### src/hdl/memCtrlPkg.sv
package memCtrlPkg;

  // Store data word width
  localparam int dataWidth = 32;

  // Word address, 256-word RAM
  localparam int addrWidth = 8;

  // Store access ports on the circuit side
  localparam int numStores = 2;

  // Control channels announcing store counts
  localparam int numControls = 2;
  localparam int ctrlWidth = 32;

  // Pending-store counter size
  localparam int pendWidth = 16;

endpackage

### src/hdl/ctrlFsmPkg.sv
package ctrlFsmPkg;

  // Handshake sequencing for one block of stores
  // stIdle waits for start, stRun waits for "no more requests",
  // stDrain waits for outstanding stores, stDone offers end
  typedef enum logic [1:0] {
    stIdle  = 2'd0,
    stRun   = 2'd1,
    stDrain = 2'd2,
    stDone  = 2'd3
  } ctrlState;

endpackage

### src/hdl/storeArbiter.sv
module storeArbiter (
  input  logic                                                 clk,
  input  logic                                                 rst,
  // Flat per-port request vectors with port 0 in the low slice
  input  logic [memCtrlPkg::numStores*memCtrlPkg::addrWidth-1:0] reqAddr,
  input  logic [memCtrlPkg::numStores*memCtrlPkg::dataWidth-1:0] reqData,
  input  logic [memCtrlPkg::numStores-1:0]                     reqAddrValid,
  input  logic [memCtrlPkg::numStores-1:0]                     reqDataValid,
  // One-hot acceptance that drives both ready signals of the port
  output logic [memCtrlPkg::numStores-1:0]                     grant,
  // Registered write toward the RAM
  output logic                                                 storeEn,
  output logic [memCtrlPkg::addrWidth-1:0]                     storeAddr,
  output logic [memCtrlPkg::dataWidth-1:0]                     storeData
);
  import memCtrlPkg::*;

  logic [numStores-1:0] completeReq;
  logic [addrWidth-1:0] selAddr;
  logic [dataWidth-1:0] selData;

  // A port competes only with address and data both present
  assign completeReq = reqAddrValid & reqDataValid;

  // Lowest set bit wins under fixed priority
  assign grant = completeReq & (~completeReq + numStores'(1));

  // Pick the winning slice
  always_comb begin
    selAddr = '0;
    selData = '0;
    for (int i = 0; i < numStores; i++) begin
      if (grant[i]) begin
        selAddr = reqAddr[i*addrWidth +: addrWidth];
        selData = reqData[i*dataWidth +: dataWidth];
      end
    end
  end

  // Write strobe follows the grant by one cycle
  always_ff @(posedge clk) begin
    if (rst) begin
      storeEn <= 1'b0;
    end else begin
      storeEn <= |grant;
    end
  end

  // Payload only loads on an accepted request
  always_ff @(posedge clk) begin
    if (|grant) begin
      storeAddr <= selAddr;
      storeData <= selData;
    end
  end

  // At most one port accepted per cycle
  grantOneHot: assert property (
    @(posedge clk) disable iff (rst)
    $onehot0(grant)
  );

endmodule

### src/hdl/pendingStoreCounter.sv
module pendingStoreCounter (
  input  logic                                                      clk,
  input  logic                                                      rst,
  input  logic [memCtrlPkg::numControls*memCtrlPkg::ctrlWidth-1:0] ctrl,
  input  logic [memCtrlPkg::numControls-1:0]                       ctrlValid,
  input  logic                                                      storeEn,
  output logic                                                      allRequestsDone
);
  import memCtrlPkg::*;

  logic [pendWidth-1:0] count;
  logic [pendWidth-1:0] tokenSum;

  // Add up every token arriving this cycle
  // Only the low bits of a token count, the counter is narrower
  always_comb begin
    tokenSum = '0;
    for (int i = 0; i < numControls; i++) begin
      if (ctrlValid[i]) begin
        tokenSum = tokenSum + ctrl[i*ctrlWidth +: pendWidth];
      end
    end
  end

  // Tokens and a write in the same cycle both apply
  always_ff @(posedge clk) begin
    if (rst) begin
      count <= '0;
    end else begin
      count <= count + tokenSum - {{(pendWidth-1){1'b0}}, storeEn};
    end
  end

  // Done only with nothing pending and nothing being announced
  assign allRequestsDone = (count == '0) && (ctrlValid == '0);

  // A write must have been announced, or be announced right now
  storeAnnounced: assert property (
    @(posedge clk) disable iff (rst)
    storeEn |-> (count != '0 || ctrlValid != '0)
  );

endmodule

### src/hdl/memCtrlFsm.sv
module memCtrlFsm (
  input  logic clk,
  input  logic rst,
  // Start handshake
  input  logic memStartValid,
  output logic memStartReady,
  // No-more-requests handshake
  input  logic ctrlEndValid,
  output logic ctrlEndReady,
  // End handshake
  output logic memEndValid,
  input  logic memEndReady,
  // From the pending-store counter
  input  logic allRequestsDone
);
  import ctrlFsmPkg::*;

  ctrlState state;
  ctrlState nextState;

  always_comb begin
    nextState = state;
    unique case (state)
      stIdle:  if (memStartValid) nextState = stRun;
      stRun:   if (ctrlEndValid) nextState = stDrain;
      // Wait for the last announced store to be written
      stDrain: if (allRequestsDone) nextState = stDone;
      stDone:  if (memEndReady) nextState = stIdle;
      default: nextState = stIdle;
    endcase
  end

  always_ff @(posedge clk) begin
    if (rst) begin
      state <= stIdle;
    end else begin
      state <= nextState;
    end
  end

  // Ready and valid outputs decode straight from the state
  assign memStartReady = (state == stIdle);
  assign ctrlEndReady  = (state == stRun);
  assign memEndValid   = (state == stDone);

  // End is offered until taken
  endHeld: assert property (
    @(posedge clk) disable iff (rst)
    (memEndValid && !memEndReady) |=> memEndValid
  );

endmodule

### src/hdl/storeController.sv
module storeController (
  input  logic                                                      clk,
  input  logic                                                      rst,
  input  logic                                                      memStartValid,
  output logic                                                      memStartReady,
  output logic                                                      memEndValid,
  input  logic                                                      memEndReady,
  input  logic                                                      ctrlEndValid,
  output logic                                                      ctrlEndReady,
  // Control tokens, ready is always high
  input  logic [memCtrlPkg::numControls*memCtrlPkg::ctrlWidth-1:0] ctrl,
  input  logic [memCtrlPkg::numControls-1:0]                       ctrlValid,
  // Store access ports
  input  logic [memCtrlPkg::numStores*memCtrlPkg::addrWidth-1:0]   stAddr,
  input  logic [memCtrlPkg::numStores-1:0]                         stAddrValid,
  output logic [memCtrlPkg::numStores-1:0]                         stAddrReady,
  input  logic [memCtrlPkg::numStores*memCtrlPkg::dataWidth-1:0]   stData,
  input  logic [memCtrlPkg::numStores-1:0]                         stDataValid,
  output logic [memCtrlPkg::numStores-1:0]                         stDataReady,
  // Write port toward the RAM
  output logic                                                      storeEn,
  output logic [memCtrlPkg::addrWidth-1:0]                         storeAddr,
  output logic [memCtrlPkg::dataWidth-1:0]                         storeData
);
  import memCtrlPkg::*;

  logic [numStores-1:0] grant;
  logic                 allRequestsDone;

  storeArbiter arbiter (
    .clk         (clk),
    .rst         (rst),
    .reqAddr     (stAddr),
    .reqData     (stData),
    .reqAddrValid(stAddrValid),
    .reqDataValid(stDataValid),
    .grant       (grant),
    .storeEn     (storeEn),
    .storeAddr   (storeAddr),
    .storeData   (storeData)
  );

  // Address and data of a port are taken together
  assign stAddrReady = grant;
  assign stDataReady = grant;

  pendingStoreCounter counter (
    .clk            (clk),
    .rst            (rst),
    .ctrl           (ctrl),
    .ctrlValid      (ctrlValid),
    .storeEn        (storeEn),
    .allRequestsDone(allRequestsDone)
  );

  memCtrlFsm control (
    .clk            (clk),
    .rst            (rst),
    .memStartValid  (memStartValid),
    .memStartReady  (memStartReady),
    .ctrlEndValid   (ctrlEndValid),
    .ctrlEndReady   (ctrlEndReady),
    .memEndValid    (memEndValid),
    .memEndReady    (memEndReady),
    .allRequestsDone(allRequestsDone)
  );

endmodule

### config.mk
export PLATFORM = sky130hd
export DESIGN_NAME = storeController
export DESIGN_NICKNAME = d
export VERILOG_FILES = /design/src/hdl/memCtrlPkg.sv /design/src/hdl/ctrlFsmPkg.sv /design/src/hdl/storeArbiter.sv /design/src/hdl/pendingStoreCounter.sv /design/src/hdl/memCtrlFsm.sv /design/src/hdl/storeController.sv
export SDC_FILE = /design/constraint.sdc
export NUM_CORES = 1
export LEC_CHECK = 0
export ABC_AREA = 1
export BUFFER_PORTS_ARGS = -buffer_cell sky130_fd_sc_hd__buf_2
export CAP_MARGIN = 20
export CORE_UTILIZATION = 43
export DETAILED_ROUTE_END_ITERATION = 8
export PLACE_DENSITY = 0.85
export SLEW_MARGIN = 30
export SYNTH_ARGS = -nofsm -noshare
export SYNTH_HDL_FRONTEND = slang
export SYNTH_SLANG_ARGS = --single-unit
### constraint.sdc
create_clock -name clk -period 7.7 [get_ports clk]
set_input_delay 1.54 -clock clk [delete_from_list [all_inputs] [get_ports clk]]
set_output_delay 1.54 -clock clk [all_outputs]
set_load 0.03 [all_outputs]
==> qor.yml <==
status:
  outcome: "completed"
cts:
  clk_latency_ns: 0.33
  cts.sinks: 59
  clkSlewWorstSetupHoldPaths_ns: 0.07
  cts_root_buf: "clkbuf_8"
  cts_tree: "done"
  cts_setup_buffers: 0
  cts.repair.resized: 0
  postCtsHoldBufs: 0
  cts_buffer_depth: 2
  numCtsBuffers: 9
  cts_htree_levels: 3
die:
  die_area_um2: 10600
  ioPinCount: 203
  core_region_area_um2: 9820
  die_h_um: 103
  die_x_um: 103
  rows: 36
  start_util_pct: 44.6
sta:
  setup_viol: 0
  maxSlewViolCount: 0
  rsz0062_at_grt: "false"
  finalHoldViolCount: 0
  fmax_mhz: 198
  whs_ns: 0.568
  skew_ns: 0.00857
  finalCritPeriodShare_pct: 65.6
  period_minus_slack_ns: 5.05
  fin_setup_tns_ns: 0
  worst_slack_ns: 2.65
  tightest_slew_ns: 0.927
  relSlewSlack_pct: 38.0
min_path:
  holdCritPathClass: "reg2reg"
finish:
  final_area_um2: 5550
  final_util_pct: 56.6
  fin_nets: 908
  nFillCells: 911
  area_growth_pct: 26.7
  drive_gt1_share_pct: 30.0
global_route:
  antenna_found_initial: 1
  gr-total-overflow: 0
  grt_pass1_vias: 3850
  grt_pass1_wl_um: 17000
  grt_usage_pct: 21.5
  grt_max_degree: 44
power:
  combinationalPowerShare_pct: 51.2
  p_leak_nw: 2.92
  ir_drop_v: 0.000198
  power.internal_uw: 883
  p_sw_uw: 630
  pwr-share-seq_pct: 28.8
  clockPowerShare_pct: 20.0
  power.density_nw_per_um2: 273
  p_sw_share_pct: 41.6
synth:
  syn_nets: 742
  yosys_warnings: 0
  synth_area_leader_cell: "edfxtp_1"
  synth_top_area_share_pct: 27.4
  synth-edff-count: 40
  syn_avg_cell_area_um2: 8.09
  seq_area_frac_synth_pct: 36.1
  syn_inst: 542
  async_flop_share_pct: 0
  synth.distinct_cells: 38
  synthTopCellsByArea: "edfxtp_1 27%, ha_1 12%, dfxtp_1 8.7%"
  ys_top_cells_by_count: "98 x inv_1, 95 x nand2_1, 43 x ha_1"
  yosys_register_bits: 59
  yosysMostFrequentCell: "inv_1"
  synth_ff_type: "edfxtp_1"
  syn-cell-area_um2: 4380
place:
  dp_hpwl_um: 8930
  port-buffer-count: 170
  place_area_um2: 5340
  pre_cts_ws_ns: 2.39
  gp_congestion: 0.896
setup_path:
  critPathMaxFanout: 23
  crit_slowest_cell: "buf_2"
  critPathRequiredTime_ns: 7.91
  crit_arrival_ns: 5.26
  cp_cell_sequence: "buf_2 -> nand2_1 -> inv_1 -> ha_1 -> inv_1 -> fa_1 -> inv_1 -> nand3_1 -> nand3_1 -> a21oi_1 -> or2_1 -> a21o_1 -> nand3_1 -> nand2_1 -> ha_1 -> inv_1 -> ha_1 -> a21oi_1 -> o21ai_0 -> a21oi_1 -> nand2_1 -> o21ai_0 -> a21oi_1"
  cp_slowest_stage_delay_ns: 0.37
  worst_setup_path_end_kind: "flip-flop"
  cp_top_family: "adder cells"
  crit_path_start_kind: "input port"
  critPathBufInv: 5
  path_class: "in2reg"
job:
  max-cap-violations: 0
drt:
  drt_pass1_iterations: 4
  vias: 4142
  drc: 0
  ant_nets: 0
  wl_per_cell_um: 13.0
  routed_wirelength_um: 11000
  drtIter0Drc: 99
  routed_via_density: 4.89
[worst min-delay path, cell delays in order, from the launching register on]
cell	delay (ns)
dfxtp_1	0.33
inv_1	0.10
a21oi_1	0.08
[flip-flops by register name (all words and copies together) (netlist names)]
name / cells
arbiter.storeAddr: 8
arbiter.storeData: 32
arbiter.storeEn: 1
control.state: 2
counter.count: 16
[power groups by stage]
stage	clock [mW]	combinational [mW]	sequential (mW)
2_1_floorplan	0	0.542	0.486
3_3_place_gp	0	0.747	0.441
3_5_place_dp	0	0.769	0.442
4_1_cts	0.306	0.776	0.437
5_1_grt	0.323	0.884	0.443
6_report	0.303	0.775	0.436
[stage by stage]
stage | power (mW) | cells
after CTS | 1.52 | 846
after global placement | 1.19 | 830
final | 1.51 | 847
after detailed placement | 1.21 | 830
after global routing | 1.65 | 847
after floorplan | 1.03 | 542
[final timing paths]
check / from / end / slack, ns / depth (start not counted)
setup / recovery: ctrlValid[0] / counter.count[13]$_SDFF_PP0_ / 2.65 / 23
hold / removal: control.state[1]$_SDFFE_PP0P_ / control.state[1]$_SDFFE_PP0P_ / 0.57 / 2
setup reg to reg: counter.count[1]$_SDFF_PP0_ / counter.count[11]$_SDFF_PP0_ / 5.14 / 14
hold reg to reg: control.state[1]$_SDFFE_PP0P_ / control.state[1]$_SDFFE_PP0P_ / 0.57 / 2
[kinds of logic (layout without fill, tap and decap cells)]
logic type,after synthesis,count (layout),share of synthesized area [%]
other cells,0,1,0
compound gates,131,131,19.7
flops,59,59,36.1
simple gates,179,179,18.6
fa+ha+maj,45,45,13.2
xor+xnor,10,10,2.00
buf+inv,118,289,10.4
[per-layer routing]
metal / global-route usage, % / part of all wire (%) / vias up
met5: 0 / 0 / -
met4: 8.78 / 3.2 / 0
met3: 5.08 / 5.6 / 21
met2: 41.8 / 52 / 155
met1: 21.8 / 39 / 1800
li1: - / - / 2166
[area by class of cell]
type | instances | area, um2 | share of cell area [%]
Multi-Input combinational cell | 365 | 2350 | 42.3
Sequential cell | 59 | 1580 | 28.5
Timing Repair Buffer | 172 | 866 | 15.6
Inverter | 101 | 379 | 6.83
Tap cell | 133 | 166 | 3.00
Clock buffer | 11 | 131 | 2.37
Clock inverter | 5 | 77.6 | 1.40
Antenna cell | 1 | 2.50 | 0.0451
[cells in the final DEF (no fill, tap or decap), types with 3 or more instances in the layout]
cell,instances
xnor2_1,5
xor2_1,5
nor2_2,7
o21ai_1,3
ha_1,43
inv_1,98
nor2_1,21
nand3_1,31
dfxtp_1,19
edfxtp_1,40
buf_2,170
nand3_2,5
nand2_2,9
o21ai_0,27
a22o_1,40
o21a_1,6
nand2_1,94
clkbuf_8,9
a21o_1,5
a21oi_1,39
nor4_1,5
Power figures use the tool's default switching activity.
